File: src/cpuPkg.sv
`default_nettype none

package cpuPkg;

	localparam int dataWidth = 16;

	// Opcode lives in instruction bits 15..12
	typedef enum logic [3:0] {
		opAdd,
		opSub,
		opAnd,
		opOr,
		opXor,
		opShl,
		opShr,
		opMov,
		opLdi,
		opLd,
		opSt,
		opJmp,
		opJr,
		opJz,
		opJc,
		opHalt
	} opcodeT;

	typedef enum logic [1:0] {selAlu, selMem, selImm} regDataSelT;
	typedef enum logic [1:0] {addrDst, addrSrc, addrImm} memAddrSelT;
	typedef enum logic [1:0] {pcInc, pcImm, pcReg, pcHold} nextPcSelT;

	typedef struct packed {
		opcodeT aluOp;
		logic regWe;
		logic memWe;
		regDataSelT regDataSel;
		memAddrSelT memAddrSel;
		nextPcSelT nextPcSel;
		logic halt;
	} ctrlT;

	typedef struct packed {
		logic psel;
		logic penable;
		logic pwrite;
		logic [11:0] paddr;
		logic [15:0] pwdata;
	} apbReqT;

	typedef struct packed {
		logic [15:0] prdata;
		logic pready;
		logic pslverr;
	} apbRspT;

	// APB regions decoded from paddr[11:10]
	localparam logic [1:0] regionInstr = 2'd0;
	localparam logic [1:0] regionData = 2'd1;
	localparam logic [1:0] regionCtrl = 2'd2;

endpackage

`default_nettype wire

File: src/memorySystem.sv
`timescale 1ns/100ps
`default_nettype none

module memorySystem #(
	parameter int memDepth = 128
) (
	input wire logic clk,
	input wire logic rst,
	input wire cpuPkg::apbReqT apbReq,
	output cpuPkg::apbRspT apbRsp,
	input wire logic [$clog2(memDepth)-1:0] pc,
	output logic [cpuPkg::dataWidth-1:0] instruction,
	input wire logic [$clog2(memDepth)-1:0] memAddr,
	input wire logic [cpuPkg::dataWidth-1:0] memWriteData,
	input wire logic memWe,
	output logic [cpuPkg::dataWidth-1:0] memReadData,
	input wire logic haltReq,
	output logic run
);
	import cpuPkg::*;

	localparam int addrWidth = $clog2(memDepth);

	logic [dataWidth-1:0] instrMem [memDepth];
	logic [dataWidth-1:0] dataMem [memDepth];

	logic access;
	logic apbWrite;
	logic memRegion;
	logic [1:0] region;
	logic [addrWidth-1:0] apbIdx;

	// Access phase of an APB transfer, pready is tied high
	assign access = apbReq.psel & apbReq.penable;
	assign apbWrite = access & apbReq.pwrite;
	assign region = apbReq.paddr[11:10];
	assign apbIdx = apbReq.paddr[addrWidth+1:2];
	assign memRegion = (region == regionInstr) || (region == regionData);

	// Run bit, cleared by a retiring halt
	always_ff @(posedge clk, posedge rst) begin
		if (rst) begin
			run <= 1'b0;
		end
		else if (haltReq) begin
			run <= 1'b0;
		end
		else if (apbWrite && region == regionCtrl) begin
			run <= apbReq.pwdata[0];
		end
	end

	always_ff @(posedge clk) begin
		if (apbWrite && !run && region == regionInstr) begin
			instrMem[apbIdx] <= apbReq.pwdata;
		end
	end

	// Core and host never write together, host is locked out while running
	always_ff @(posedge clk) begin
		if (memWe) begin
			dataMem[memAddr] <= memWriteData;
		end
		else if (apbWrite && !run && region == regionData) begin
			dataMem[apbIdx] <= apbReq.pwdata;
		end
	end

	assign instruction = instrMem[pc];
	assign memReadData = dataMem[memAddr];

	always_comb begin
		apbRsp = '0;
		apbRsp.pready = 1'b1;
		apbRsp.pslverr = apbWrite & run & memRegion;
		if (access && !apbReq.pwrite) begin
			case (region)
				regionInstr: apbRsp.prdata = instrMem[apbIdx];
				regionData: apbRsp.prdata = dataMem[apbIdx];
				regionCtrl: begin
					// Status word, run on top and PC at the bottom
					apbRsp.prdata[dataWidth-1] = run;
					apbRsp.prdata[addrWidth-1:0] = pc;
				end
				default: apbRsp.prdata = '0;
			endcase
		end
	end

endmodule

`default_nettype wire

File: config.mk
export PLATFORM = sky130hd
export DESIGN_NAME = memorySystem
export DESIGN_NICKNAME = d
export VERILOG_FILES = /design/src/cpuPkg.sv /design/src/memorySystem.sv
export SDC_FILE = /design/constraint.sdc
export NUM_CORES = 2
export LEC_CHECK = 0
export BUFFER_PORTS_ARGS = -buffer_cell sky130_fd_sc_hd__buf_4
export CAP_MARGIN = 20
export CORE_MARGIN = 5
export CORE_UTILIZATION = 50
export DETAILED_ROUTE_END_ITERATION = 8
export GPL_ROUTABILITY_DRIVEN = 0
export MAX_ROUTING_LAYER = met4
export PLACE_DENSITY = 0.63
export SLEW_MARGIN = 20
export SYNTH_ARGS = -nofsm -noshare
export SYNTH_HDL_FRONTEND = slang
export SYNTH_SLANG_ARGS = --single-unit
export TNS_END_PERCENT = 10
File: constraint.sdc
create_clock -name clk -period 8.5 [get_ports clk]
set_input_delay 0.85 -clock clk [delete_from_list [all_inputs] [get_ports clk]]
set_output_delay 0.85 -clock clk [all_outputs]
set_load 0.01 [all_outputs]
==> metrics.txt <==
library cells used by synthesis 82; Pre-antenna DRT Iters 7; FF/Latch Area 0.123 sq mm; die height 625 microns; most frequent cells in the layout edfxtp_1, mux4_2, buf_4; Tcrit/Tclk final 0.818; YS warnings 0; Arr. time, crit path 6.10 ns; later-pin clock latency in the skew report 0.99 ns; Setup TNS 0 ns; clk sink count 4,097; CTS clk-pin slew, worst paths 0.06 ns; Final setup viols 0; most used cell, CP buf_4; core area 0.378 sq mm; CP required 7.65 ns; die outline width 625 microns; Setup Skew 0.0445 ns; design area 0.213 sq mm; CP Capture Type output port; Syn Inst Count 10,300; Multi-input gate area 0.0635 sq mm; CTS resizes 0; RSZ-0062 raised after global routing false; CTS Root Cell clkbuf_16; post-DR vias/cell 7.66; total grt overflow 0; Mapped Nets 10,300; fillers 28,200; total wire length 733 mm; number of synthesized register bits 4,097; # hold bufs at CTS 2; starting density of the core 0.501; Peak VDD IR 0.179 mV; top_reg_cell synth edfxtp_1; WP buf/inv 3; DR vias 122,000; CP Launch Type input port; post-DP HPWL 450 mm; area post-placement 0.199 sq mm; PD cells 214 mW/mm^2; TritonCTS Buffers 429; CP delay by family, top compound AO/OA/AOI/OAI gates; Placement Rows 226; final hold viol count 0; fin util 0.563; Layout area overhead 12.4%; Max Fclk 144 MHz; Pleak 66.0 nW; CTS tree built; Final min period 6.95 ns; fin. max-slew vios 0; commonest non-fill, non-tap cell in the layout edfxtp_1; Least-Margin Pin Slew 1.33 ns; H-tree depth 5; ratio of cells with drive above 1 in the final layout 0.323; Final ANT Viol Nets 0; Worst path max stage delay 1.10 ns; max-cap violations 0; sequential fraction of the synthesis area 0.650; Post-synth EDFFs 4,096; first-pass GRT wire length 995 mm; # DRC 0; outcome finished clean; clk buf depth 4; largest net degree at the start of global routing 107; synthesized area per cell 18.5 sq um; Routed WL per cell 46.2 microns; critical path class input port to output port; initial antenna violation count 61; GRT Total Usage 0.380; Cell Area, Synth 0.189 sq mm; postcts setup bufs 0; Crit Path Max Fanout 66; initial DRC count 22,500; critical-path cell list buf_8 -> nand2b_1 -> buf_4 -> a211oi_1 -> a2111oi_0 -> a21oi_1 -> o2111ai_1 -> nand4_1 -> o211ai_1 -> buf_4; FFs w/ async S/R, synth 0.000244; I/O Pins 116; vias in the first global route 119,000; Min-Delay Path Class input port to flop; slowest CP cell nand2b_1; overall power 45.5 mW; Final #Nets 10,500; I/O Buffers 111; Worst slew margin 0.112; die area 0.391 sq mm
==> sequential cells by signal (all words and copies together) (netlist names) <==
| register | cells |
|---|---|
| run | 1 |
| instrMem | 2048 |
| dataMem | 2048 |
==> synthesized netlist by cell type, drive strengths merged, types with 13 or more instances <==
cell,count,area [sq um]
mux2,275,3100
or2,19,119
a41oi,39,342
nand2b,14,87.6
a21oi,259,1300
mux4,1581,35600
a222oi,18,180
a21o,22,165
o22ai,38,238
nand2,311,1170
o2111ai,35,307
a31oi,60,375
buf,521,2620
o41ai,16,140
o211ai,43,323
nand4,37,231
o2bb2ai,67,587
edfxtp,4096,123000
clkbuf,393,1480
nor4,16,100
o22a,20,175
o21ai,177,886
a211oi,21,158
mux2i,393,3930
a22o,99,867
nand3b,16,120
inv,13,48.8
a2111oi,32,280
nor2,400,1500
a221oi,280,2450
nor2b,15,93.8
a221o,102,1020
nor3,13,70.1
o221ai,40,350
nand3,67,335
a22oi,543,4080
==> path summary, 6_finish.rpt <==
| check | startpoint | to | slack, ns | cells after the start |
|---|---|---|---|---|
| worst max-delay path | apbReq[20] | apbRsp[8] | 1.55 | 10 |
| worst min-delay path | apbReq[28] | run | 0.15 | 3 |
| worst max register to register | run | dataMem[6][0] | 3.58 | 7 |
| worst min register to register | run | run | 0.75 | 2 |
| max in group asynchronous | rst | run | 8.15 | 3 |
| min in group asynchronous | rst | run | 0.26 | 3 |
==> logic make-up after synthesis <==
| family | Yosys count | synth area share |
|---|---|---|
| multiplexers | 2249 | 0.225 |
| other | 1 | 0.0000198 |
| buffers and inverters | 928 | 0.0219 |
| AO/OA/AOI/OAI | 2016 | 0.0802 |
| flip-flops | 4097 | 0.650 |
| AND/OR/NAND/NOR | 967 | 0.0227 |
==> power breakdown <==
part | total, mW | switching [mW] | internal [mW]
logic | 4.22 | 2.82 | 1.40
registers | 22.3 | 0.0206 | 22.3
clock network | 18.9 | 8.13 | 10.8
total | 45.5 | 11.0 | 34.5
==> cell type report <==
type	count	area share
flip-flops and latches	4097	0.578
multi-input cells	5233	0.298
clock buffers	516	0.0526
well taps	5016	0.0295
repair buffers	667	0.0278
clock inverters	274	0.0128
diodes	71	0.000835
inverters	14	0.000341
==> layer usage <==
| layer | share of wire | routed length (microns) | global-route usage |
|---|---|---|---|
| met1 | 0.33 | 242000 | 0.470 |
| met2 | 0.44 | 325000 | 0.544 |
| met3 | 0.14 | 105000 | 0.118 |
| met4 | 0.084 | 61500 | 0.251 |
| met5 | 0 | 0 | - |
==> through the flow <==
step / cells / worst slack [ns] / hold slack (ns)
global placement: 15000 / 2.07 / 0.704
global route: 15900 / 1.90 / 0.147
floorplan: 10300 / 4.28 / 0.579
detailed placement: 15000 / 2.10 / 0.698
finish: 15900 / 1.55 / 0.145
CTS: 15800 / 2.09 / 0.0924
==> worst min-delay path, delay by kind of cell <==
family          cells  cell delay (ns)
compound gates      1             0.05
buf+inv             1             0.14
simple gates        1             0.06
No activity file was read; power rests on OpenSTA's default activity.
