--- src/cpuPkg.sv ---
`default_nettype none

package cpuPkg;

	localparam int dataWidth = 16;

	// Opcode lives in instruction bits 15..12
	typedef enum logic [3:0] {
		opAdd,
		opSub,
		opAnd,
		opOr,
		opXor,
		opShl,
		opShr,
		opMov,
		opLdi,
		opLd,
		opSt,
		opJmp,
		opJr,
		opJz,
		opJc,
		opHalt
	} opcodeT;

	typedef enum logic [1:0] {selAlu, selMem, selImm} regDataSelT;
	typedef enum logic [1:0] {addrDst, addrSrc, addrImm} memAddrSelT;
	typedef enum logic [1:0] {pcInc, pcImm, pcReg, pcHold} nextPcSelT;

	typedef struct packed {
		opcodeT aluOp;
		logic regWe;
		logic memWe;
		regDataSelT regDataSel;
		memAddrSelT memAddrSel;
		nextPcSelT nextPcSel;
		logic halt;
	} ctrlT;

	typedef struct packed {
		logic psel;
		logic penable;
		logic pwrite;
		logic [11:0] paddr;
		logic [15:0] pwdata;
	} apbReqT;

	typedef struct packed {
		logic [15:0] prdata;
		logic pready;
		logic pslverr;
	} apbRspT;

	// APB regions decoded from paddr[11:10]
	localparam logic [1:0] regionInstr = 2'd0;
	localparam logic [1:0] regionData = 2'd1;
	localparam logic [1:0] regionCtrl = 2'd2;

endpackage

`default_nettype wire

--- src/regFile.sv ---
`timescale 1ns/100ps
`default_nettype none

module regFile (
	input wire logic clk,
	input wire logic rst,
	input wire logic we,
	input wire logic [3:0] dstIdx,
	input wire logic [3:0] srcIdx,
	input wire logic [cpuPkg::dataWidth-1:0] writeData,
	output logic [cpuPkg::dataWidth-1:0] dstData,
	output logic [cpuPkg::dataWidth-1:0] srcData
);
	import cpuPkg::*;

	logic [dataWidth-1:0] regs [16];

	// Single write port, dst register only
	always_ff @(posedge clk, posedge rst) begin
		if (rst) begin
			for (int i = 0; i < 16; i++) begin
				regs[i] <= '0;
			end
		end
		else if (we) begin
			regs[dstIdx] <= writeData;
		end
	end

	// Both read ports are asynchronous
	assign dstData = regs[dstIdx];
	assign srcData = regs[srcIdx];

endmodule

`default_nettype wire

--- config.mk ---
export PLATFORM = sky130hd
export DESIGN_NAME = regFile
export DESIGN_NICKNAME = d
export VERILOG_FILES = /design/src/cpuPkg.sv /design/src/regFile.sv
export SDC_FILE = /design/constraint.sdc
export NUM_CORES = 1
export LEC_CHECK = 0
export ABC_CLOCK_PERIOD_IN_PS = 11970
export BUFFER_PORTS_ARGS = -buffer_cell sky130_fd_sc_hd__buf_4
export CAP_MARGIN = 0
export CORE_UTILIZATION = 57
export DETAILED_ROUTE_END_ITERATION = 8
export GPL_ROUTABILITY_DRIVEN = 1
export GPL_TIMING_DRIVEN = 0
export PLACE_DENSITY = 0.71
export SKIP_CTS_REPAIR_TIMING = 1
export SLEW_MARGIN = 40
export SYNTH_ARGS = -nofsm -noshare
export SYNTH_HDL_FRONTEND = slang
export SYNTH_SLANG_ARGS = --single-unit
--- constraint.sdc ---
create_clock -name clk -period 11.97 [get_ports clk]
set_input_delay 0.5985 -clock clk [delete_from_list [all_inputs] [get_ports clk]]
set_output_delay 0.5985 -clock clk [all_outputs]
set_load 0.005 [all_outputs]
==> results of run 1 <==
## worst max-delay path, stage by stage
cell	delay, ps
buf_2	290
buf_2	420
buf_2	420
mux4_2	390
a22oi_1	350
nand2_1	160
buf_4	170
## metal layers
metal	part of all wire (%)	GRT usage (%)	vias up
met5	0	0	-
met1	44	47.27	4717
li1	-	-	3483
met4	3.1	9.854	0
met3	6.1	4.930	79
met2	47	49.16	392
## stage by stage
step           worst slack [ps]  hold slack (ps)  std cells  utilization [%]  total power, mW
2_1_floorplan              4330            491.1        849                -            1.640
3_3_place_gp               2211            500.3       1217            62.12            1.816
3_5_place_dp               8659            512.0       1220            62.52            1.876
4_1_cts                    8656            38.41       1272            66.58            2.728
5_1_grt                    8577            50.32       1272            66.59            2.837
6_report                   8565            20.70       1272            66.59            2.733
## where the power goes
group / switching, mW / total [mW] / internal [mW]
logic: 0.260 / 0.655 / 0.395
clock network: 0.345 / 0.859 / 0.514
registers: 0.150 / 1.22 / 1.07
total: 0.755 / 2.73 / 1.98
## Yosys cell counts
cell | instances | area share, %
nor2_2 | 9 | 0.42
inv_1 | 1 | 0.028
mux2_2 | 256 | 22
nand3_1 | 1 | 0.037
buf_1 | 7 | 0.20
and2_1 | 2 | 0.094
buf_4 | 8 | 0.45
a22oi_1 | 64 | 3.6
dfrtp_1 | 256 | 48
nor3b_2 | 1 | 0.094
mux4_2 | 128 | 22
nand2_1 | 34 | 0.96
buf_2 | 34 | 1.3
and3_1 | 1 | 0.047
clkbuf_1 | 31 | 0.87
nor2b_1 | 4 | 0.19
nor2_1 | 3 | 0.084
nand2b_1 | 6 | 0.28
nand3b_1 | 3 | 0.17
## kinds of logic after synthesis
| group | share of synthesized area [%] |
|---|---|
| AO/OA/AOI/OAI | 3.600 |
| multiplexers | 43.20 |
| buffers and inverters | 2.822 |
| AND/OR/NAND/NOR | 2.372 |
| flip-flops | 48.00 |
## final cells by class
type	instances	area, µm²	area share, %
inverter	1	11.26	0.07425
multi-input combinational	512	6563	43.27
buffer	80	375.4	2.475
tap	313	391.6	2.582
timing repair buffer	58	495.5	3.267
clock inverter	6	55.05	0.3630
sequential	256	6406	42.24
clock buffer	46	869.6	5.733
## worst max-delay path by stage
stage	start	endpoint	depth (start not counted)	slack (ps)
global route	srcIdx[1]	srcData[14]	7	8580
global placement	rst	regs[241]$_DFFE_PP0P_	2	2210
floorplan	rst	regs[0]$_DFFE_PP0P_	1	4330
detailed placement	srcIdx[1]	srcData[5]	7	8660
CTS	srcIdx[1]	srcData[5]	7	8660
finish	srcIdx[1]	srcData[6]	7	8560
==> out/metrics.cfg, run 1 <==
[placement]
dp_hpwl_um=26100
port_buffers=55
place_congestion=0.9395
dpl_cell_area_um2=14240

[critical_path]
reg2reg_from=regs[32]$_DFFE_PP0P_
end_kind=primary output
cp.required_ps=11370
reg2reg_slack_ps=11170
r2r-end=regs[32]$_DFFE_PP0P_
critPathKind=in2out
worstPathArrival_ps=2810
r2r_cells=1
cp-start-kind=input port
cp_max_fo=10

[logic_synthesis]
seq_area_frac_synth_pct=48.00
synth_seq_cells=256
synth_cells=849
avgSynthCellArea_um2=15.72
syn_area_um2=13350
synth_nets=876
yosysWarnings=0
synth_cell_types=19

[routing]
wire_per_inst_um=28.56
drc_errors=0
wirelength_um=36330
drt_iter0_drc=791
via_count=8671
via_per_inst=6.817
ant_nets=0
dr.pass1.iters=5

[floorplanning]
dieArea_um2=24030
num_rows=55
ios=59
dieHeight_um=155.0
start_util_pct=58.59
core-area_um2=22780
die_x_um=155.0

[global_routing]
grt_pass1_vias=9005
grt_max_degree=85
grt_util_all_layers_pct=31.89
grt_antenna_before_repair=0
overflow=0
grt_pass1_wl_um=56250

[final_layout]
drive_above_1_share_pct=56.31
diodes=0
final_area_um2=15170
fin_nets=964
area_growth_pct=13.65
layout_common_cells=256 x mux2_2, 256 x dfrtp_1, 128 x mux4_2, 64 x a22oi_1, 63 x buf_4
regMostFlops=regs
fillers=1601
largest_register_ffs=256
top_regs=regs x256

[timing]
fin_tns_setup_ps=0
tightestPinTransition_ps=908.5
max_freq_mhz=293.7
min_period_ps=3405
fin_worst_skew_ps=0
final.period_utilization_pct=28.45
slew_viol_final=0
grt_setup_unrepaired=false
finalHoldViolations=0
relSlewSlack_pct=39.43
setup_viol=0

[pwr]
p_leak_nw=6.381
ir_drop_mv=0.1074
powerDensity_nw_per_um2=180.2

[job]
drv_cap=0

[clock_network]
cts_buffer_depth=3
cts_buffers=28
htree_num_levels=1
path_clk_slew_ps=60
clock_latency_ps=530
clock-sinks=256
root_buffer=clkbuf_16
cts_tree=yes

[worst_hold_path]
hold_class=in2async

[status]
status=finished, final reports clean

No activity file was read; power rests on OpenSTA's default activity.
==> run 2, diff against run 1 <==
--- a/config.mk
+++ b/config.mk
@@ -5,7 +5,7 @@
 export SDC_FILE = /design/constraint.sdc
 export NUM_CORES = 1
 export LEC_CHECK = 0
-export ABC_CLOCK_PERIOD_IN_PS = 11970
+export ABC_CLOCK_PERIOD_IN_PS = 3330
 export BUFFER_PORTS_ARGS = -buffer_cell sky130_fd_sc_hd__buf_4
 export CAP_MARGIN = 0
 export CORE_UTILIZATION = 57
==> constraint.sdc (replaced) <==
create_clock -name clk -period 3.33 [get_ports clk]
set_input_delay 0.1665 -clock clk [delete_from_list [all_inputs] [get_ports clk]]
set_output_delay 0.1665 -clock clk [all_outputs]
set_load 0.005 [all_outputs]
==> out/metrics.cfg, run 2 (synthesis gave the netlist of run 1 again) <==
[status]
status=finished, final reports clean

[floorplanning]
dieHeight_um=155.0
dieArea_um2=24030
num_rows=55
start_util_pct=58.59
core-area_um2=22780
die_x_um=155.0
ios=59

[final_layout]
drive_above_1_share_pct=55.69
largest_register_ffs=256
regMostFlops=regs
area_growth_pct=16.42
top_regs=regs x256
fin_nets=990
fillers=1570
layout_common_cells=256 x mux2_2, 256 x dfrtp_1, 128 x mux4_2, 64 x buf_4, 64 x a22oi_1
diodes=0

[critical_path]
crit_family=buffers and inverters
worstPathArrival_ps=2360
end_kind=primary output
worstPathCellList=buf_2 -> buf_2 -> buf_2 -> mux4_2 -> a22oi_1 -> nand2_1 -> buf_4
cp_slowest_cell=buf_2
critPathKind=in2out
cp.required_ps=3160
cp-start-kind=input port
path_buf_inv=4
cpMostUsedCell=buf_2
crit_path_max_incr_delay_ps=420
cp_max_fo=10

[job]
drv_cap=0

[global_routing]
grt_pass1_wl_um=56170
grt_util_all_layers_pct=31.97
overflow=0
grt_max_degree=29
grt_pass1_vias=9056
grt_antenna_before_repair=0

[clock_network]
root_buffer=clkbuf_16
path_clk_slew_ps=60
cts_buffer_depth=3
htree_num_levels=1
clock-sinks=256
cts_tree=yes
clock_latency_ps=550
cts_buffers=28

[placement]
port_buffers=55
place_congestion=0.9009
dp_hpwl_um=26910

[routing]
dr.pass1.iters=5
wirelength_um=36790
via_count=8724
via_per_inst=6.726
drc_errors=0
ant_nets=0
wire_per_inst_um=28.36
drt_iter0_drc=785

[timing]
finalHoldViolations=0
slew_viol_final=0
fin_tns_setup_ps=0
final.period_utilization_pct=75.99
relSlewSlack_pct=41.86
fin_worst_skew_ps=0
tightestPinTransition_ps=872.0
grt_setup_unrepaired=false
max_freq_mhz=395.2
min_period_ps=2530
setup_viol=0
holdWs_ps=149.2

[pwr]
ir_drop_mv=0.4375
p_leak_nw=6.539
powerDensity_nw_per_um2=641.8

[worst_hold_path]
hold_class=in2async

-- run 2: cell types whose count changed in the layout (fill, tap and decap cells not counted) --
cell           previous run  this run
buf_1                     6         7
buf_12                    0         6
buf_16                    3         5
buf_4                    63        64
bufinv_16                 1         2
clkbuf_1                 39        38
clkbuf_2                  2         1
clkinv_2                  5         4
clkinvlp_4                0         1
dlygate4sd3_1             0        17
inv_8                     1         0
-- run 2: final cells by class --
class | instances | area [µm²] | area share, %
clock buffers | 45 | 865.8 | 5.573
plain buffers | 80 | 374.1 | 2.408
clock inverters | 6 | 80.08 | 0.5154
well taps | 313 | 391.6 | 2.521
repair buffers | 84 | 848.3 | 5.460
flip-flops and latches | 256 | 6406 | 41.23
inverters | 1 | 7.507 | 0.04832
multi-input cells | 512 | 6563 | 42.24
-- run 2: routing by layer --
layer  global-route usage (%)  share of wire (%)
met5                        0                  0
met4                    9.901                2.7
met3                    5.070                7.3
met2                    49.57                 48
met1                    47.00                 42
-- run 2: path summary, 6_finish.rpt --
check | depth (start not counted) | endpoint | startpoint | slack [ps]
max | 7 | srcData[5] | srcIdx[1] | 800
min | 3 | regs[12]$_DFFE_PP0P_ | rst | 150
max reg2reg | 1 | regs[50]$_DFFE_PP0P_ | regs[50]$_DFFE_PP0P_ | 2520
min reg2reg | 1 | regs[213]$_DFFE_PP0P_ | regs[213]$_DFFE_PP0P_ | 520
max in group asynchronous | 7 | regs[192]$_DFFE_PP0P_ | rst | 2160
min in group clk | 5 | regs[124]$_DFFE_PP0P_ | dstIdx[0] | 280
-- run 2: worst min-delay path: stages --
cell and delay (ps):
dlygate4sd3_1 530, buf_4 140, clkinvlp_4 240
-- run 2: per-stage QoR --
stage	utilization (%)	cell area [µm²]	total power [mW]	cells	setup slack, ps
final	68.21	15540	9.971	1297	799.7
after global placement	62.14	14150	6.529	1217	-1399
after detailed placement	63.27	14410	6.778	1228	890.0
after floorplan	-	13350	5.896	849	-208.1
after global routing	68.21	15540	10.32	1297	766.6
after CTS	67.43	15360	9.934	1279	888.4
-- run 2: report_power, final --
part           switching, mW  internal, mW  leakage (nW)
logic                  0.950          1.46          2.93
registers              0.538          3.84          3.14
clock network           1.27          1.92         0.468
total                   2.75          7.22          6.54
