## config.mk

```make
export PLATFORM = sky130hd
export DESIGN_NAME = decoder
export DESIGN_NICKNAME = d
export VERILOG_FILES = /design/src/cpuPkg.sv /design/src/decoder.sv
export SDC_FILE = /design/constraint.sdc
export NUM_CORES = 1
export LEC_CHECK = 0
export BUFFER_PORTS_ARGS = -buffer_cell sky130_fd_sc_hd__buf_2
export CAP_MARGIN = 20
export CORE_AREA = 2 2 39 41
export DETAILED_ROUTE_END_ITERATION = 8
export DIE_AREA = 0 0 41 43
export PLACE_DENSITY_LB_ADDON = 0.05
export SYNTH_ARGS = -nofsm -noshare
export SYNTH_HDL_FRONTEND = slang
export SYNTH_SLANG_ARGS = --single-unit
```

## constraint.sdc

```tcl
create_clock -name vclk -period 0.97
set_input_delay 0.194 -clock vclk [all_inputs]
set_output_delay 0.194 -clock vclk [all_outputs]
set_load 0.02 [all_outputs]
```

## src/cpuPkg.sv

```systemverilog
`default_nettype none

package cpuPkg;

	localparam int dataWidth = 16;

	// Opcode lives in instruction bits 15..12
	typedef enum logic [3:0] {
		opAdd,
		opSub,
		opAnd,
		opOr,
		opXor,
		opShl,
		opShr,
		opMov,
		opLdi,
		opLd,
		opSt,
		opJmp,
		opJr,
		opJz,
		opJc,
		opHalt
	} opcodeT;

	typedef enum logic [1:0] {selAlu, selMem, selImm} regDataSelT;
	typedef enum logic [1:0] {addrDst, addrSrc, addrImm} memAddrSelT;
	typedef enum logic [1:0] {pcInc, pcImm, pcReg, pcHold} nextPcSelT;

	typedef struct packed {
		opcodeT aluOp;
		logic regWe;
		logic memWe;
		regDataSelT regDataSel;
		memAddrSelT memAddrSel;
		nextPcSelT nextPcSel;
		logic halt;
	} ctrlT;

	typedef struct packed {
		logic psel;
		logic penable;
		logic pwrite;
		logic [11:0] paddr;
		logic [15:0] pwdata;
	} apbReqT;

	typedef struct packed {
		logic [15:0] prdata;
		logic pready;
		logic pslverr;
	} apbRspT;

	// APB regions decoded from paddr[11:10]
	localparam logic [1:0] regionInstr = 2'd0;
	localparam logic [1:0] regionData = 2'd1;
	localparam logic [1:0] regionCtrl = 2'd2;

endpackage

`default_nettype wire

```

## src/decoder.sv

```systemverilog
`timescale 1ns/100ps
`default_nettype none

module decoder (
	input wire logic [cpuPkg::dataWidth-1:0] instruction,
	input wire logic cFlag,
	input wire logic zFlag,
	output cpuPkg::ctrlT ctrl,
	output logic [3:0] dstIdx,
	output logic [3:0] srcIdx,
	output logic [cpuPkg::dataWidth-1:0] immData
);
	import cpuPkg::*;

	opcodeT opcode;

	// Field split; imm overlaps the src field
	assign opcode = opcodeT'(instruction[15:12]);
	assign dstIdx = instruction[11:8];
	assign srcIdx = instruction[7:4];
	assign immData = {{(dataWidth-8){1'b0}}, instruction[7:0]};

	always_comb begin
		ctrl.aluOp = opcode;
		ctrl.regWe = 1'b0;
		ctrl.memWe = 1'b0;
		ctrl.regDataSel = selAlu;
		ctrl.memAddrSel = addrImm;
		ctrl.nextPcSel = pcInc;
		ctrl.halt = 1'b0;

		case (opcode)
			opAdd, opSub, opAnd, opOr, opXor, opShl, opShr, opMov: begin
				ctrl.regWe = 1'b1;
			end
			opLdi: begin
				ctrl.regWe = 1'b1;
				ctrl.regDataSel = selImm;
			end
			// dst = mem[src]
			opLd: begin
				ctrl.regWe = 1'b1;
				ctrl.regDataSel = selMem;
				ctrl.memAddrSel = addrSrc;
			end
			// mem[dst] = src
			opSt: begin
				ctrl.memWe = 1'b1;
				ctrl.memAddrSel = addrDst;
			end
			opJmp: ctrl.nextPcSel = pcImm;
			opJr: ctrl.nextPcSel = pcReg;
			opJz: ctrl.nextPcSel = zFlag ? pcImm : pcInc;
			opJc: ctrl.nextPcSel = cFlag ? pcImm : pcInc;
			opHalt: begin
				ctrl.nextPcSel = pcHold;
				ctrl.halt = 1'b1;
			end
			default: begin
				ctrl.nextPcSel = pcInc;
			end
		endcase
	end

endmodule

`default_nettype wire

```

==> results of run 1 <==
==> area by class of cell <==
class | instances | area share (%)
multi-input combinational | 22 | 45.5
tap | 16 | 5.39
timing repair buffer | 24 | 49.2
==> cells in the final DEF, fill, tap and decap left out <==
cell / netlist / routed
conb_1: 1 / 8
nor3b_4: 0 / 1
buf_2: 1 / 8
clkbuf_4: 0 / 1
nor2_2: 0 / 1
nand3_1: 1 / 1
nor2_1: 2 / 1
nor3_1: 1 / 1
nand2b_4: 0 / 1
nand2b_1: 2 / 1
o21ai_2: 0 / 2
buf_6: 0 / 6
nor3b_2: 0 / 1
nand2_2: 0 / 1
nand2_1: 2 / 1
a22oi_2: 0 / 1
xor2_4: 0 / 1
buf_4: 29 / 9
==> path summary, 6_finish.rpt <==
check | startpoint | to
hold / removal | instruction[0] | immData[0]
setup / recovery | instruction[14] | ctrl[5]
==> stage by stage <==
step                cell area (um^2)  worst slack, ps
floorplan                        354             -132
global placement                 284             -113
detailed placement               284             -132
CTS                              334            -59.3
global route                     372            -63.9
finish                           372            -33.2
==> timing repair <==
item	4_1_cts	5_1_grt
hold buffers	0	0
pin swaps	1	2
gates resized for setup	14	9
endpoints found under the setup margin	9	8
==> cell usage after synthesis (all sizes together) <==
cell,n,share of area [%]
a22oi,1,2.5
o21ai,2,3.3
nor3,1,1.6
nand2,2,2.5
nand2b,2,4.1
nor2,2,2.5
nand3,1,1.6
nor3b,2,4.9
xor2,1,2.9
conb,1,1.2
buf,30,73
==> cells by family (layout without fill, tap and decap cells) <==
family / Yosys count / count (layout) / synth area share [%]
AO/OA/AOI/OAI: 3 / 3 / 5.74
other: 1 / 8 / 1.23
XOR/XNOR: 1 / 1 / 2.87
buffers and inverters: 30 / 24 / 72.9
AND/OR/NAND/NOR: 10 / 10 / 17.2
==> power by group through the flow <==
stage / clock (mW) / sequential, mW / combinational [mW]
detailed placement: 0 / 0 / 0.154
global placement: 0 / 0 / 0.154
global route: 0 / 0 / 0.204
finish: 0 / 0 / 0.190
CTS: 0 / 0 / 0.174
floorplan: 0 / 0 / 0.228
==> per-layer routing <==
metal	share of wire [%]	wire length, um	vias up
met3	12	73	9
li1	-	-	109
met5	0	0	-
met4	4.0	24	0
met2	49	295	20
met1	34	205	109
==> run metrics, run 1 <==
Final #Nets=66; Vias=~250; CP arrival=between 800 and 900 ps; layout cell share with drive strength beyond 1=71.7%; CP max stage cell=nor3b_4; Post-Route WL=598 um; synth-to-layout area growth=21.7%; RSZ-0062 raised after global routing=yes; full die area=between 1500 and 2000 um^2; final period utilization=103%; CP Cell Sequence=buf_6 > nand2b_4 > nor3b_4 > buf_6; crit path launch type=input pin; Crit path largest cell delay=about 220 ps; max-slew violations=0; initial antenna violation count=0; DP Cell Count=62; Synth cell types=12; Worst Path Required=780 ps; violated checks=setup timing; Routed Antenna Nets=0; Int Pwr=approximately 0.08 mW; flip-flop and latch count=0; Detail Placement HPWL=about 510 um; Net Sw Frac=around three fifths; Peak supply drop=between 100 and 150 uV; Avg Vias per Cell=between 3 and 4; post-synthesis average cell area=slightly below 7 um^2; PortBufs=19; met2 Use GR=about a tenth; hold_ws=between 300 and 400 ps; CP Depth=4; all-layer global routing usage=5.71%; fmax=approximately 1000 MHz; most utilized layer in the global route result=met2; DRC Markers=0; final setup TNS=-66.3 ps; Yosys warnings=0; largest net degree at the start of global routing=10; multi-input logic area=about 170 um^2; Post-Syn Instances=45; # rows=14; Buf/Inv on CP=2; post-CTS setup buffer count=0; crit path max fanout=4; sequential fraction of the synthesis area=0%; Top Family by Delay on Critical Path=simple AND/OR/NAND/NOR gates; Fillers=around 160; gpl congestion=between 0.5 and 0.6; critical path class=in2out; Flop pwr share=0%; Min-Delay Path Depth=0; number of max-cap violations=0; PwrDens=513 nW/um^2; slack of the critical path=-33.2 ps; Die Y=between 40 and 50 um; Initial Utilization=22.1%; hold crit path type=in2out; Hold Vio Cnt, Final=0; Layout Cells excl Fill=just over 60; Overflow after GRT=0; FF+latch area=0 um^2; WL/cell=a little under 10 um; 1st-iter DRT viols=0; drt first pass iters=1; status=complete, but fails checks; Final Util=26.9%; switching pwr=0.111 mW; Most Frequent Cell on Critical Path=buf_6; GR Util met3=0%; first-pass GRT wire length=around 770 um; final-report setup violation count=2; # IOs=55; Pwr Total=between 0.15 and 0.2 mW; Synth Cell Area=just over 300 um^2; GR Util met1=7.01%; P_leak=between 0.15 and 0.2 nW; vias in the first global route=just under 200; Clk pwr share=0%; crit end category=output port; CLK BUF=0; # diodes=0; area of the core=1380 um^2; die width=41 um; combinational share of power=100.0%; Final min period=about 1000 ps
No activity file was read; power rests on OpenSTA's default activity.
==> inputs of run 2 (changes only) <==
- MAX_ROUTING_LAYER: default -> met4
- clock period: 0.97 -> 0.8 ns (I/O delays scaled with it)
==> run metrics, run 2 (synthesis results as in run 1) <==
status=complete, but fails checks; violated checks=setup timing; GR Util met1=under 10%; PortBufs=19; drt first pass iters=2; vias in the first global route=approximately 170; CP arrival=just over 800 ps; Routed Antenna Nets=0; Final min period=just under 1000 ps; final-report setup violation count=9; Die Y=between 40 and 50 um; Hold Vio Cnt, Final=0; # IOs=55; PwrDens=between 600 and 700 nW/um^2; CP Cell Sequence=buf_8 > nand2b_4 > nor3b_4 > buf_6; max-slew violations=0; all-layer global routing usage=about 5.7%; crit path launch type=input pin; Vias=roughly 210; Peak supply drop=about 120 uV; number of max-cap violations=0; Final #Nets=63; full die area=roughly 1800 um^2; Worst Path Required=about 640 ps; final period utilization=122%; most frequent cells in the layout=conb_1 (8), buf_4 (7), buf_6 (6), buf_2 (6), nand2_1 (2); design area=around 370 um^2; synth-to-layout area growth=22.1%; Layout Cells excl Fill=between 50 and 60; Fillers=156; Post-Route WL=roughly 630 um; Crit path largest cell delay=between 200 and 250 ps; # rows=14; initial antenna violation count=0; DP Cell Count=59; GR Util met3=~2.1%; Placed Area=approximately 280 um^2; met2 Use GR=approximately a tenth; die width=41 um; gpl congestion=0.627; WL/cell=between 10 and 15 um; RSZ-0062 raised after global routing=yes; Detail Placement HPWL=~530 um; layout cell share with drive strength beyond 1=67.4%; FF+latch area=0 um^2; Initial Utilization=22.1%; crit path max fanout=4; critical path class=in2out; most utilized layer in the global route result=met2; flip-flop and latch count=0; # diodes=0; Avg Vias per Cell=between 3 and 4; largest net degree at the start of global routing=10; slack of the critical path=-176 ps; P_leak=roughly 0.18 nW; # hold bufs at CTS=0; first-pass GRT wire length=745 um; Place WS=-212 ps; area of the core=around 1400 um^2; commonest non-fill, non-tap cell in the layout=conb_1; final setup TNS=-715 ps; DRC Markers=0; post-CTS setup buffer count=0; crit end category=output port; CP max stage cell=nor3b_4; Overflow after GRT=0; fmax=1020 MHz; hold crit path type=in2out; CLK BUF=0; 1st-iter DRT viols=1
[run 2: repair_timing]
action / in CTS / in global routing
pin swaps: 5 / 1
endpoints found under the hold margin: 0 / 0
endpoints found under the setup margin: 9 / 9
gates resized for setup: 19 / 6
[run 2: worst max-delay path, delay by kind of cell]
kind,cells,cell delay [ps]
AND/OR/NAND/NOR,2,400
buffers and inverters,2,250
[run 2: path summary, 6_finish.rpt]
path	startpoint	end	cells after the start
min	instruction[11]	dstIdx[3]	0
max	instruction[14]	ctrl[3]	4
[run 2: routing by layer]
layer	vias to the layer above	routed length, um	part of all wire [%]
met2	20	321	51
met4	0	4	0.64
met1	89	188	30
met5	-	0	0
li1	100	-	-
met3	2	111	18
[run 2: cell type report]
cell class                      instances  area (um^2)  area share [%]
Tap cell                               16         20.0            5.37
Multi-Input combinational cell         22          168            45.0
Timing Repair Buffer                   21          185            49.7
[run 2: through the flow]
stage / utilization (%) / power [mW] / hold slack [ps]
after detailed placement: 20.3 / 0.183 / 320
after global routing: 26.9 / 0.249 / 320
final: 26.9 / 0.231 / 320
after floorplan: - / 0.288 / 371
after global placement: 20.3 / 0.187 / 320
after CTS: 24.7 / 0.214 / 320
[run 2: where the power goes]
group | internal (mW) | switching, mW
Clock | 0 | 0
Combinational | 0.0985 | 0.133
Sequential | 0 | 0
==> inputs of run 3 (changes only) <==
- REMOVE_ABC_BUFFERS: default -> 1
==> run metrics, run 3 (synthesis results as in run 1) <==
status=complete, but fails checks; violated checks=setup timing; most utilized layer in the global route result=met2; drt first pass iters=2; commonest non-fill, non-tap cell in the layout=conb_1; crit path max fanout=4; PortBufs=19; Clk pwr share=0%; combinational share of power=100.0%; number of max-cap violations=0; Vias=approximately 240; Fillers=around 170; Overflow after GRT=0; CLK BUF=0; synth-to-layout area growth=29.1%; Avg Vias per Cell=between 4 and 5; CP arrival=790 ps; Post-Route WL=818 um; first-pass GRT wire length=around 1.2 mm; WL/cell=roughly 14 um; fmax=roughly 1100 MHz; critical path class=in2out; most frequent cells in the layout=conb_1 (8), buf_2 (7), buf_4 (6); Layout Cells excl Fill=about 60; DP Cell Count=58; met2 Use GR=approximately 14%; Die Y=~43 um; Initial Utilization=roughly 22%; hold_ws=~320 ps; Final min period=between 900 and 1000 ps; # diodes=0; largest net degree at the start of global routing=9; max-slew violations=0; # IOs=55; DRC Markers=0; final-report setup violation count=8; layout cell share with drive strength beyond 1=between 70% and 80%; final period utilization=118%; Worst Path Required=between 600 and 700 ps; multi-input logic area=175 um^2; GR Util met1=7.62%; Pwr Total=0.245 mW; FF+latch area=0 um^2; 1st-iter DRT viols=1; crit end category=output port; RSZ-0062 raised after global routing=yes; CP Cell Sequence=buf_6 > nand2b_4 > nor3b_4 > buf_4; Placed Area=231 um^2; Final #Nets=63; die width=between 40 and 50 um; Hold Vio Cnt, Final=0; Crit path largest cell delay=approximately 200 ps; # rows=14; P_leak=~0.2 nW; vias in the first global route=approximately 240; Int Pwr=between 0.1 and 0.15 mW; design area=roughly 390 um^2; post-CTS setup buffer count=0; area of the core=~1400 um^2; GR Util met3=13.1%; switching pwr=0.136 mW; initial antenna violation count=0; Flop pwr share=0%; all-layer global routing usage=about a tenth; hold crit path type=in2out; full die area=approximately 1800 um^2; gpl congestion=just under 0.6; Net Sw Frac=55.8%; crit path launch type=input pin; Routed Antenna Nets=0; Buf/Inv on CP=2; slack of the critical path=-146 ps; Top Family by Delay on Critical Path=simple AND/OR/NAND/NOR gates; PwrDens=~620 nW/um^2; CP max stage cell=nor3b_4; Peak supply drop=~180 uV; flip-flop and latch count=0
## run 3: cell counts in the layout (fill, tap and decap cells not counted)
Identical to the previous run, type by type.
## run 3: layout make-up
| class | count | share of cell area (%) |
|---|---|---|
| multi-input cells | 22 | 44.4 |
| well taps | 16 | 5.08 |
| repair buffers | 21 | 50.5 |
## run 3: what timing repair did
action	in CTS	in global routing
pin swaps	9	2
hold buffers	0	0
gates cloned	1	0
resized for setup	34	4
endpoints found under the setup margin	9	9
## run 3: path summary, 6_finish.rpt
kind / start / to / depth (start not counted)
hold / removal: instruction[4] / srcIdx[0] / 0
setup / recovery: instruction[14] / ctrl[5] / 4
## run 3: power groups by stage
stage / Combinational [mW] / Sequential, mW / Clock, mW
3_3_place_gp: 0.158 / 0 / 0
3_5_place_dp: 0.158 / 0 / 0
5_1_grt: 0.260 / 0 / 0
6_report: 0.245 / 0 / 0
4_1_cts: 0.236 / 0 / 0
2_1_floorplan: 0.0814 / 0 / 0
## run 3: per-layer routing
metal,vias up,share of wire (%)
li1,99,-
met1,106,22
met2,37,53
met3,0,25
met4,0,0
met5,-,0
## run 3: per-stage QoR
stage / util, % / TNS, ps / setup slack, ps
after floorplan: - / -1730 / -635
after global placement: 16.7 / -1300 / -220
after detailed placement: 16.7 / -1400 / -264
after CTS: 27.2 / -501 / -123
after global routing: 28.5 / -875 / -173
final: 28.5 / -596 / -146
