### src/cpuPkg.sv
`default_nettype none

package cpuPkg;

	localparam int dataWidth = 16;

	// Opcode lives in instruction bits 15..12
	typedef enum logic [3:0] {
		opAdd,
		opSub,
		opAnd,
		opOr,
		opXor,
		opShl,
		opShr,
		opMov,
		opLdi,
		opLd,
		opSt,
		opJmp,
		opJr,
		opJz,
		opJc,
		opHalt
	} opcodeT;

	typedef enum logic [1:0] {selAlu, selMem, selImm} regDataSelT;
	typedef enum logic [1:0] {addrDst, addrSrc, addrImm} memAddrSelT;
	typedef enum logic [1:0] {pcInc, pcImm, pcReg, pcHold} nextPcSelT;

	typedef struct packed {
		opcodeT aluOp;
		logic regWe;
		logic memWe;
		regDataSelT regDataSel;
		memAddrSelT memAddrSel;
		nextPcSelT nextPcSel;
		logic halt;
	} ctrlT;

	typedef struct packed {
		logic psel;
		logic penable;
		logic pwrite;
		logic [11:0] paddr;
		logic [15:0] pwdata;
	} apbReqT;

	typedef struct packed {
		logic [15:0] prdata;
		logic pready;
		logic pslverr;
	} apbRspT;

	// APB regions decoded from paddr[11:10]
	localparam logic [1:0] regionInstr = 2'd0;
	localparam logic [1:0] regionData = 2'd1;
	localparam logic [1:0] regionCtrl = 2'd2;

endpackage

`default_nettype wire

### src/alu.sv
`timescale 1ns/100ps
`default_nettype none

module alu (
	input wire logic clk,
	input wire logic rst,
	input wire cpuPkg::opcodeT op,
	input wire logic update,
	input wire logic [cpuPkg::dataWidth-1:0] in1,
	input wire logic [cpuPkg::dataWidth-1:0] in2,
	output logic [cpuPkg::dataWidth-1:0] result,
	output logic cFlag,
	output logic zFlag
);
	import cpuPkg::*;

	// One extra bit on top carries the carry or borrow
	logic [dataWidth:0] wide;
	logic setsFlags;

	always_comb begin
		case (op)
			opAdd: wide = {1'b0, in1} + {1'b0, in2};
			opSub: wide = {1'b0, in1} - {1'b0, in2};
			opAnd: wide = {1'b0, in1 & in2};
			opOr: wide = {1'b0, in1 | in2};
			opXor: wide = {1'b0, in1 ^ in2};
			// Shifts act on the dst operand, one bit at a time
			opShl: wide = {in1, 1'b0};
			opShr: wide = {in1[0], 1'b0, in1[dataWidth-1:1]};
			// Mov and everything else pass src through
			default: wide = {1'b0, in2};
		endcase
	end

	assign result = wide[dataWidth-1:0];

	// Only the arithmetic and logic group touches the flags
	assign setsFlags = op inside {opAdd, opSub, opAnd, opOr, opXor, opShl, opShr};

	always_ff @(posedge clk, posedge rst) begin
		if (rst) begin
			cFlag <= 1'b0;
			zFlag <= 1'b0;
		end
		else if (update && setsFlags) begin
			cFlag <= wide[dataWidth];
			zFlag <= (result == '0);
		end
	end

endmodule

`default_nettype wire

### config.mk
export PLATFORM = sky130hd
export DESIGN_NAME = alu
export DESIGN_NICKNAME = d
export VERILOG_FILES = /design/src/cpuPkg.sv /design/src/alu.sv
export SDC_FILE = /design/constraint.sdc
export NUM_CORES = 1
export LEC_CHECK = 0
export ABC_AREA = 0
export BUFFER_PORTS_ARGS = -buffer_cell sky130_fd_sc_hd__buf_2
export CAP_MARGIN = 10
export CORE_MARGIN = 1
export CORE_UTILIZATION = 40
export DETAILED_ROUTE_END_ITERATION = 8
export PLACE_DENSITY = 0.68
export SLEW_MARGIN = 20
export SYNTH_ARGS = -nofsm -noshare
export SYNTH_HDL_FRONTEND = slang
export SYNTH_SLANG_ARGS = --single-unit
### constraint.sdc
create_clock -name clk -period 5.36 [get_ports clk]
set_input_delay 1.072 -clock clk [delete_from_list [all_inputs] [get_ports clk]]
set_output_delay 1.072 -clock clk [all_outputs]
set_load 0.005 [all_outputs]
==> results of run 1 <==
-- power by group --
part	internal [W]	total [W]	switching, W
clock network	0.0000473	0.0000575	0.0000102
logic	0.000133	0.000336	0.000203
registers	0.0000164	0.0000170	0.000000634
total	0.000197	0.000411	0.000214
-- cells in the mapped netlist, drive strengths merged (7+ instances only) --
library cell,number,area (µm²)
a211oi,7,52.6
ha,49,613
a31oi,13,87.6
buf,32,226
clkbuf,7,27.5
mux2i,9,90.1
inv,48,180
nor2b,11,68.8
nand2b,9,56.3
nor2,36,135
a21oi,28,140
nand2,28,105
o21ai,26,130
xnor2,14,123
nand4,7,43.8
nand3,10,50.1
nor3,8,40.0
-- registers in the layout, indices dropped and copies added (netlist names) --
name,cells
cFlag,1
zFlag,1
-- final cells by class --
type	instances	area [µm²]	share of cell area [%]
Inverter	48	180	5.35
Tap cell	99	124	3.68
Sequential cell	2	50.0	1.49
Timing Repair Buffer	70	385	11.4
Multi-Input combinational cell	350	2580	76.8
Clock buffer	3	41.3	1.23
-- worst min-delay path by stage --
stage	cells after the start	endpoint	startpoint	slack [ns]
global route	2	zFlag	zFlag	0.51
detailed placement	2	zFlag	zFlag	0.47
CTS	2	zFlag	zFlag	0.47
finish	2	zFlag	zFlag	0.46
global placement	2	zFlag	zFlag	0.45
floorplan	2	zFlag	zFlag	0.46
-- per-stage QoR --
stage / utilization [%] / instance area [µm²] / std cells / power [W]
floorplan: - / 3020 / 439 / 0.000249
CTS: 45.3 / 3300 / 570 / 0.000396
detailed placement: 44.7 / 3260 / 567 / 0.000335
finish: 46.2 / 3370 / 572 / 0.000411
global placement: 44.7 / 3260 / 567 / 0.000328
global route: 46.2 / 3370 / 572 / 0.000444
-- layer usage --
| layer | vias to the layer above | GRT usage, % |
|---|---|---|
| met3 | 32 | 3.32 |
| met1 | 1701 | 34.4 |
| met2 | 194 | 45.5 |
| li1 | 1660 | - |
| met5 | - | 0 |
| met4 | 0 | 8.21 |
-- repair_timing --
item / 4_1_cts / 5_1_grt
setup buffers: 0 / 2
setup endpoints to repair: 0 / 3
resized for setup: 0 / 12
-- cell families (layout without fill, tap and decap cells) --
| group | after synthesis | after routing | synth area share, % |
|---|---|---|---|
| xor+xnor | 14 | 14 | 4.06 |
| compound gates | 137 | 137 | 31.3 |
| mux | 12 | 12 | 4.10 |
| flops | 2 | 2 | 1.66 |
| fa+ha+maj | 50 | 50 | 21.0 |
| simple gates | 137 | 137 | 23.5 |
| buf+inv | 87 | 121 | 14.4 |
-- critical path, stage by stage --
cell and delay [ns]:
buf_2 0.11, nor2b_1 0.22, nand2_1 0.33, nand2_1 0.16, o21ai_0 0.17, fa_1 0.48
nand2b_1 0.22, a21oi_1 0.33, buf_4 0.21, a41oi_2 0.18, a211o_1 0.34, nand3_1 0.15
buf_2 0.14
==> key figures, run 1 <==
Drt
  • DR WL met2: 4850 µm
  • Max layer used: met4
  • Final Routed Wirelength: around 11000 µm
  • Drt first pass iters: 5
  • Post-DRT Antenna Nets: 0
  • DRC violations left: 0
  • WL met1: 4350 µm
  • Routed vias/inst: 6.27
  • DRT iter0 DRCs: ~260
  • Post-DR wirelength/cell: 18.5 µm
  • Via count: 3587
  • WL met3: 1040 µm

Critical path
  • Critical path class: primary input to output pin
  • Crit path launch: op[1]
  • R2r setup slk: 4.71 ns
  • Arr. time, crit path: 4.13 ns
  • End of the critical path: result[14]
  • Worst reg2reg path endpoint: cFlag
  • Worst EP required: about 4.3 ns
  • Reg-to-reg critical path startpoint: cFlag
  • R2R depth: 2
  • CP Launch Type: primary input
  • Crit. End Element: output pin
  • CP Max Fanout: 11

Hold path
  • Hold Path Class: flop to flop

Clock tree
  • CTS Hold Buffers Added: 0
  • CTS root buf: clkbuf_8
  • CTS sink cnt: 2
  • Clk buf depth: 2
  • Clock latency on the worst-skew pair: ~0.20 ns
  • Reg clk slew, reported paths: roughly 0.03 ns
  • TritonCTS clock tree: built
  • CTS buffer count: 3
  • H-Tree Depth: 1

Timing
  • Fmax: 0.192 GHz
  • Final setup TNS: 0 ns
  • Hold slack: 0.463 ns
  • Relative slew slack: 46.5%
  • Max Slew Vio Count: 0
  • Final Hold Viols: 0
  • Period utilization: 97.0%
  • RSZ-0062 raised after global routing: no
  • Setup violators final: 0
  • Slew @ Worst Pin: 0.801 ns
  • Skew final: 0 ns
  • Final worst path period need: 5.20 ns
  • Setup ws final: 0.161 ns

Place
  • Post-DP HPWL: just over 8000 µm
  • PortBufs: 56
  • Final RePlAce weighted congestion: 1.07
  • Dpl ws: 0.116 ns

Run
  • Number of max-cap violations: 0

Cells and area
  • Fraction of layout cells with a size suffix above 1: 20.1%
  • Commonest non-fill, non-tap cell in the layout: buf_2
  • # diodes: 0
  • Commonest non-fill, non-tap cells in the layout: 56 x buf_2, 48 x ha_1, 44 x inv_1
  • # nets final: 564
  • Area delta synth->final: 11.4%
  • Fillers: 808

Global routing
  • Remaining Overflow, GRT: 0
  • Vias in the first global route: approximately 3300
  • Global-route wire length before repair: 16200 µm
  • Initial antenna violation count: 0
  • Gr usage total: 26.5%
  • Largest net degree at the start of global routing: 52

Logic synthesis
  • Async SR Flop Fraction: 100%
  • Register area share after synthesis: 1.66%
  • EDFF count, synth: 0
  • Flops & latches, synth: 2
  • Gate Count Post-Synth: approximately 440
  • Post-synthesis cell area: 3020 µm²
  • Net Count, Synth: 528
  • Post-synth cell types: 67
  • Post-synth top flop: dfrtp_1
  • Syn Area/Cell: between 6 and 7 µm²
  • Synth Warn #: 0

Power
  • Leakage: ~1.6 nW
  • Pwr dens: 122 nW/µm²
  • Maximum vdd drop: ~38 µV

Floorplanning
  • Die width: 88.9 µm
  • Core Area: 7290 µm²
  • Die Y: 88.9 µm
  • Initial Utilization: 41.4%
  • IO Count: 57
  • Die Footprint: 7900 µm²
  • # rows: 31

Status
  • Status: complete, no violations
No activity file was read; power rests on OpenSTA's default activity.
==> run 2, diff against run 1 <==
--- a/config.mk
+++ b/config.mk
@@ -8,10 +8,13 @@
 export ABC_AREA = 0
 export BUFFER_PORTS_ARGS = -buffer_cell sky130_fd_sc_hd__buf_2
 export CAP_MARGIN = 10
+export CELL_PAD_IN_SITES_DETAIL_PLACEMENT = 2
+export CELL_PAD_IN_SITES_GLOBAL_PLACEMENT = 2
 export CORE_MARGIN = 1
-export CORE_UTILIZATION = 40
+export CORE_UTILIZATION = 32
+export CTS_BUF_LIST = sky130_fd_sc_hd__clkbuf_4
 export DETAILED_ROUTE_END_ITERATION = 8
-export PLACE_DENSITY = 0.68
+export PLACE_DENSITY = 0.9
 export SLEW_MARGIN = 20
 export SYNTH_ARGS = -nofsm -noshare
 export SYNTH_HDL_FRONTEND = slang
==> key figures, run 2 (synthesis gave the netlist of run 1 again) <==
Floorplanning
  • Die Footprint: 9830 µm² (was 7900 µm²)
  • Die width: 99.2 µm (was 88.9 µm)
  • Die Y: 99.2 µm (was 88.9 µm)
  • # rows: 35 (was 31)
  • Initial Utilization: 32.8% (was 41.4%)
  • Core Area: 9200 µm² (was 7290 µm²)
  • IO Count: 57 (unchanged)

Clock tree
  • CTS Hold Buffers Added: 0 (unchanged)
  • H-Tree Depth: 1 (unchanged)
  • CTS root buf: clkbuf_4 (was clkbuf_8)
  • Clk buf depth: 2 (unchanged)
  • CTS sink cnt: 2 (unchanged)
  • CTS buffer count: 3 (unchanged)
  • Reg clk slew, reported paths: 0.03 ns (about the same)
  • TritonCTS clock tree: built (unchanged)
  • Clock latency on the worst-skew pair: 0.23 ns (was 0.20 ns)

Cells and area
  • Fin util: 36.7% (was 46.2%)
  • # nets final: 565 (was 564)
  • Largest regs: cFlag (1), zFlag (1) (unchanged)
  • Area delta synth->final: 11.8% (was 11.4%)
  • Fraction of layout cells with a size suffix above 1: 20.3% (was 20.1%)
  • # diodes: 0 (unchanged)
  • Commonest non-fill, non-tap cell in the layout: buf_2 (unchanged)
  • Commonest non-fill, non-tap cells in the layout: 56 x buf_2, 47 x ha_1, 46 x inv_1 (was 56 x buf_2, 48 x ha_1, 44 x inv_1)

Timing
  • Max Slew Vio Count: 0 (unchanged)
  • Relative slew slack: 40.6% (was 46.5%)
  • Slew @ Worst Pin: 0.889 ns (was 0.801 ns)
  • Skew final: 0 ns (unchanged)
  • Period utilization: 97.9% (was 97.0%)
  • Final worst path period need: 5.25 ns (was 5.20 ns)
  • Fmax: 0.191 GHz (was 0.192 GHz)
  • Final Hold Viols: 0 (unchanged)
  • Setup ws final: 0.112 ns (was 0.161 ns)
  • Setup violators final: 0 (unchanged)

Power
  • Int Pwr: 0.000177 W (was 0.000197 W)
  • Leakage: 1.58 nW (was 1.59 nW)
  • Switch Pwr: 0.000237 W (was 0.000214 W)
  • Sw Ratio: 57.3% (was 52.0%)
  • Clock power share: 8.6% (was 14.0%)
  • Pwr dens: 123 nW/µm² (was 122 nW/µm²)
  • Flop pwr share: 4.1% (about the same)
  • Comb pwr share: 87.3% (was 81.9%)
  • Maximum vdd drop: 32.7 µV (was 38.4 µV)

Place
  • Dpl ws: 0.0355 ns (was 0.116 ns)
  • PortBufs: 56 (unchanged)
  • Final RePlAce weighted congestion: 0.943 (was 1.07)
  • Post-DP HPWL: 10900 µm (was 8140 µm)

Critical path
  • Crit. End Element: output pin (unchanged)
  • R2R depth: 2 (unchanged)
  • Critical path class: primary input to output pin (unchanged)
  • CP Max Fanout: 8 (was 11)
  • CP Launch Type: primary input (unchanged)
  • Worst EP required: 4.29 ns (about the same)
  • Arr. time, crit path: 4.18 ns (was 4.13 ns)

Drt
  • Drt first pass iters: 4 (was 5)
  • Routed vias/inst: 6.20 (was 6.27)
  • Post-DR wirelength/cell: 23.6 µm (was 18.5 µm)
  • DRT iter0 DRCs: 148 (was 259)
  • DRC violations left: 0 (unchanged)
  • Post-DRT Antenna Nets: 0 (unchanged)
  • Via count: 3627 (was 3587)
  • Final Routed Wirelength: 13800 µm (was 10600 µm)

Global routing
  • Global-route wire length before repair: 20800 µm (was 16200 µm)
  • Largest net degree at the start of global routing: 52 (unchanged)
  • Gr usage total: 27.1% (was 26.5%)
  • Initial antenna violation count: 0 (unchanged)
  • Vias in the first global route: 3935 (was 3338)
  • Remaining Overflow, GRT: 0 (unchanged)

Hold path
  • Hold path depth: 2 (unchanged)
  • Hold Path Class: flop to flop (unchanged)

Status
  • Status: complete, no violations (unchanged)

Run
  • Number of max-cap violations: 0 (unchanged)
[run 2: layout make-up]
| cell class | count | area (µm²) |
|---|---|---|
| fill | 1143 | 5820 |
| timing repair buffer | 71 | 393 |
| tap | 111 | 139 |
| multi-input combinational | 350 | 2590 |
| sequential | 2 | 50.0 |
| clock buffer | 3 | 22.5 |
| inverter | 48 | 180 |
[run 2: power by group through the flow]
| stage | logic, W | clock network, W | registers [W] |
|---|---|---|---|
| floorplan | 0.000231 | 0 | 0.0000173 |
| global placement | 0.000321 | 0 | 0.0000171 |
| detailed placement | 0.000341 | 0 | 0.0000172 |
| CTS | 0.000344 | 0.0000367 | 0.0000171 |
| global route | 0.000389 | 0.0000368 | 0.0000172 |
| finish | 0.000362 | 0.0000355 | 0.0000170 |
[run 2: stage by stage]
| step | cells | setup TNS (ns) | hold slack [ns] | cell area, µm² | total power [W] |
|---|---|---|---|---|---|
| final | 585 | 0 | 0.482 | 3380 | 0.000415 |
| after global routing | 585 | -0.222 | 0.504 | 3380 | 0.000443 |
| after CTS | 584 | 0 | 0.491 | 3310 | 0.000398 |
| after detailed placement | 581 | 0 | 0.484 | 3290 | 0.000359 |
| after global placement | 581 | 0 | 0.453 | 3290 | 0.000338 |
| after floorplan | 439 | 0 | 0.460 | 3020 | 0.000249 |
[run 2: critical path, cell delays in order]
cell	delay (ns)
buf_2	0.12
inv_1	0.14
ha_1	0.22
nand2_1	0.10
nor3_2	0.20
buf_4	0.16
a31oi_1	0.14
xnor2_1	0.16
ha_2	0.42
and3_1	0.29
o2111ai_2	0.21
a32oi_1	0.30
mux2i_1	0.30
nand2_1	0.09
a22oi_1	0.14
buf_2	0.14
[run 2: path summary, 6_finish.rpt]
| kind | from | end | slack [ns] |
|---|---|---|---|
| worst max-delay path | in2[1] | result[15] | 0.11 |
| max in group asynchronous | rst | zFlag | 4.57 |
| worst min-delay path | zFlag | zFlag | 0.48 |
| min in group asynchronous | rst | cFlag | 0.68 |
| worst min register to register | zFlag | zFlag | 0.48 |
| worst max register to register | cFlag | cFlag | 4.67 |
[run 2: layer usage]
| layer | share of wire, % | vias up | wire length [µm] | global-route usage, % |
|---|---|---|---|---|
| met5 | 0 | - | 0 | 0 |
| met4 | 2.9 | 0 | 399 | 10.4 |
| met3 | 5.3 | 30 | 726 | 3.23 |
| met2 | 49 | 127 | 6820 | 48.7 |
| met1 | 43 | 1815 | 5890 | 33.1 |
| li1 | - | 1655 | - | - |
[run 2: what timing repair did]
action,in CTS,in global routing
endpoints found under the hold margin,0,0
endpoints found under the setup margin,0,5
resized for setup,0,13
setup buffers,0,1
==> run 3, diff against run 2 <==
--- a/config.mk
+++ b/config.mk
@@ -6,10 +6,12 @@
 export NUM_CORES = 1
 export LEC_CHECK = 0
 export ABC_AREA = 0
+export ABC_CLOCK_PERIOD_IN_PS = 5360
 export BUFFER_PORTS_ARGS = -buffer_cell sky130_fd_sc_hd__buf_2
 export CAP_MARGIN = 10
 export CELL_PAD_IN_SITES_DETAIL_PLACEMENT = 2
 export CELL_PAD_IN_SITES_GLOBAL_PLACEMENT = 2
+export CORE_ASPECT_RATIO = 0.75
 export CORE_MARGIN = 1
 export CORE_UTILIZATION = 32
 export CTS_BUF_LIST = sky130_fd_sc_hd__clkbuf_4
==> key figures, run 3 (synthesis gave the netlist of run 1 again) <==
Status
  • Status: complete, no violations (unchanged)

Power
  • Flop pwr share: 4.3% (was 4.1%)
  • Leakage: 1.57 nW (was 1.58 nW)
  • Clock power share: 8.2% (was 8.6%)
  • Comb pwr share: 87.5% (was 87.3%)
  • Int Pwr: 0.000173 W (was 0.000177 W)
  • Switch Pwr: 0.000228 W (was 0.000237 W)
  • Maximum vdd drop: 35.8 µV (was 32.7 µV)
  • Pwr dens: 119 nW/µm² (was 123 nW/µm²)
  • Sw Ratio: 56.9% (was 57.3%)

Clock tree
  • TritonCTS clock tree: built (unchanged)
  • CTS root buf: clkbuf_4 (unchanged)
  • Reg clk slew, reported paths: 0.03 ns (about the same)
  • CTS buffer count: 3 (unchanged)
  • H-Tree Depth: 1 (unchanged)
  • CTS sink cnt: 2 (unchanged)
  • CTS Hold Buffers Added: 0 (unchanged)
  • Clk buf depth: 2 (unchanged)
  • Setup bufs post-CTS: 0 (unchanged)
  • Clock latency on the worst-skew pair: 0.22 ns (was 0.23 ns)

Global routing
  • Initial antenna violation count: 0 (unchanged)
  • Gr usage total: 27.2% (was 27.1%)
  • Global-route wire length before repair: 20800 µm (about the same)
  • Vias in the first global route: 3839 (was 3935)
  • Largest net degree at the start of global routing: 52 (unchanged)
  • Remaining Overflow, GRT: 0 (unchanged)

Timing
  • Skew final: 0 ns (unchanged)
  • Setup violators final: 0 (unchanged)
  • Final worst path period need: 5.20 ns (was 5.25 ns)
  • Setup ws final: 0.161 ns (was 0.112 ns)
  • Max Slew Vio Count: 0 (unchanged)
  • Relative slew slack: 45.9% (was 40.6%)
  • Period utilization: 97.0% (was 97.9%)
  • Final Hold Viols: 0 (unchanged)
  • Fmax: 0.192 GHz (was 0.191 GHz)
  • Slew @ Worst Pin: 0.810 ns (was 0.889 ns)

Drt
  • DRC violations left: 0 (unchanged)
  • Post-DRT Antenna Nets: 0 (unchanged)
  • Routed vias/inst: 6.03 (was 6.20)
  • Via count: 3603 (was 3627)
  • Post-DR wirelength/cell: 22.1 µm (was 23.6 µm)
  • Drt first pass iters: 5 (was 4)
  • Final Routed Wirelength: 13200 µm (was 13800 µm)
  • DRT iter0 DRCs: 251 (was 148)

Place
  • Final RePlAce weighted congestion: 0.992 (was 0.943)
  • Post-DP HPWL: 10600 µm (was 10900 µm)
  • Dpl ws: -0.0691 ns (was 0.0355 ns)
  • Placed cell count: 595 (was 581)
  • PortBufs: 56 (unchanged)

Cells and area
  • Commonest non-fill, non-tap cells in the layout: 56 x buf_2, 48 x ha_1, 46 x inv_1 (was 56 x buf_2, 47 x ha_1, 46 x inv_1)
  • Commonest non-fill, non-tap cell in the layout: buf_2 (unchanged)
  • # diodes: 0 (unchanged)
  • # nets final: 561 (was 565)
  • Area delta synth->final: 11.5% (was 11.8%)
  • Post-Layout Cell Count: 598 (was 585)
  • Fraction of layout cells with a size suffix above 1: 19.6% (was 20.3%)
  • Largest regs: cFlag (1), zFlag (1) (unchanged)
  • Fin util: 36.9% (was 36.7%)

Floorplanning
  • Die width: 114 µm (was 99.2 µm)
  • Die Y: 86.1 µm (was 99.2 µm)
  • Initial Utilization: 33.1% (was 32.8%)
  • Core Area: 9120 µm² (was 9200 µm²)
  • # rows: 30 (was 35)
  • Die Footprint: 9830 µm² (about the same)
  • IO Count: 57 (unchanged)

Critical path
  • Crit. End Element: output pin (unchanged)
  • CP Launch Type: primary input (unchanged)
  • CP Max Fanout: 8 (unchanged)
  • Worst EP required: 4.29 ns (about the same)
  • Arr. time, crit path: 4.13 ns (was 4.18 ns)
  • Critical path class: primary input to output pin (unchanged)

Hold path
  • Hold Path Class: flop to flop (unchanged)

Run
  • Number of max-cap violations: 0 (unchanged)
[run 3: cell types whose count changed in the layout (fill, tap and decap cells not counted), sizes merged]
cell | before | now
buf | 71 | 67
[run 3: critical path: stages]
cell	delay [ns]
buf_2	0.12
inv_1	0.13
ha_1	0.19
nand2_1	0.10
nor3_4	0.20
nand2_2	0.13
o21ai_0	0.22
xnor2_1	0.15
ha_2	0.35
o21ai_0	0.33
a21oi_1	0.20
a41oi_1	0.45
a211o_1	0.20
nand3_1	0.12
buf_2	0.15
[run 3: path summary, 6_finish.rpt]
| kind | from | endpoint | slack [ns] | cells past startpoint |
|---|---|---|---|---|
| max in group asynchronous | rst | zFlag | 4.55 | 2 |
| min reg2reg | zFlag | zFlag | 0.52 | 2 |
| max | in2[1] | result[14] | 0.16 | 15 |
| min | zFlag | zFlag | 0.52 | 2 |
| min in group asynchronous | rst | cFlag | 0.69 | 2 |
| max reg2reg | cFlag | cFlag | 4.68 | 2 |
[run 3: final cells by class]
type,instances,area (µm²)
clock buffer,3,22.5
timing repair buffer,67,363
fill,1120,5750
sequential,2,50.0
multi-input combinational,350,2590
tap,128,160
inverter,48,180
[run 3: routing by layer]
metal | GRT usage (%) | vias up | share of wire, %
met2 | 46.1 | 123 | 46
met4 | 8.03 | 0 | 1.7
met1 | 37.0 | 1806 | 48
met3 | 1.48 | 20 | 4.7
met5 | 0 | - | 0
li1 | - | 1654 | -
[run 3: power groups by stage]
stage / Clock [W] / Sequential (W) / Combinational, W
finish: 0.0000330 / 0.0000171 / 0.000351
global route: 0.0000390 / 0.0000172 / 0.000382
floorplan: 0 / 0.0000173 / 0.000231
CTS: 0.0000350 / 0.0000171 / 0.000340
detailed placement: 0 / 0.0000172 / 0.000338
global placement: 0 / 0.0000171 / 0.000318
[run 3: timing repair]
item / CTS / global route
pin swaps: 0 / 1
gates cloned: 0 / 0
endpoints found under the setup margin: 1 / 4
gates resized for setup: 1 / 12
[run 3: stage by stage]
step | total power (W) | instance area, µm² | hold WS [ns] | TNS [ns]
after floorplan | 0.000249 | 3020 | 0.460 | 0
after global placement | 0.000335 | 3290 | 0.457 | 0
after detailed placement | 0.000355 | 3290 | 0.531 | -0.0691
after CTS | 0.000392 | 3320 | 0.540 | 0
after global routing | 0.000438 | 3370 | 0.566 | -0.0295
final | 0.000401 | 3370 | 0.524 | 0
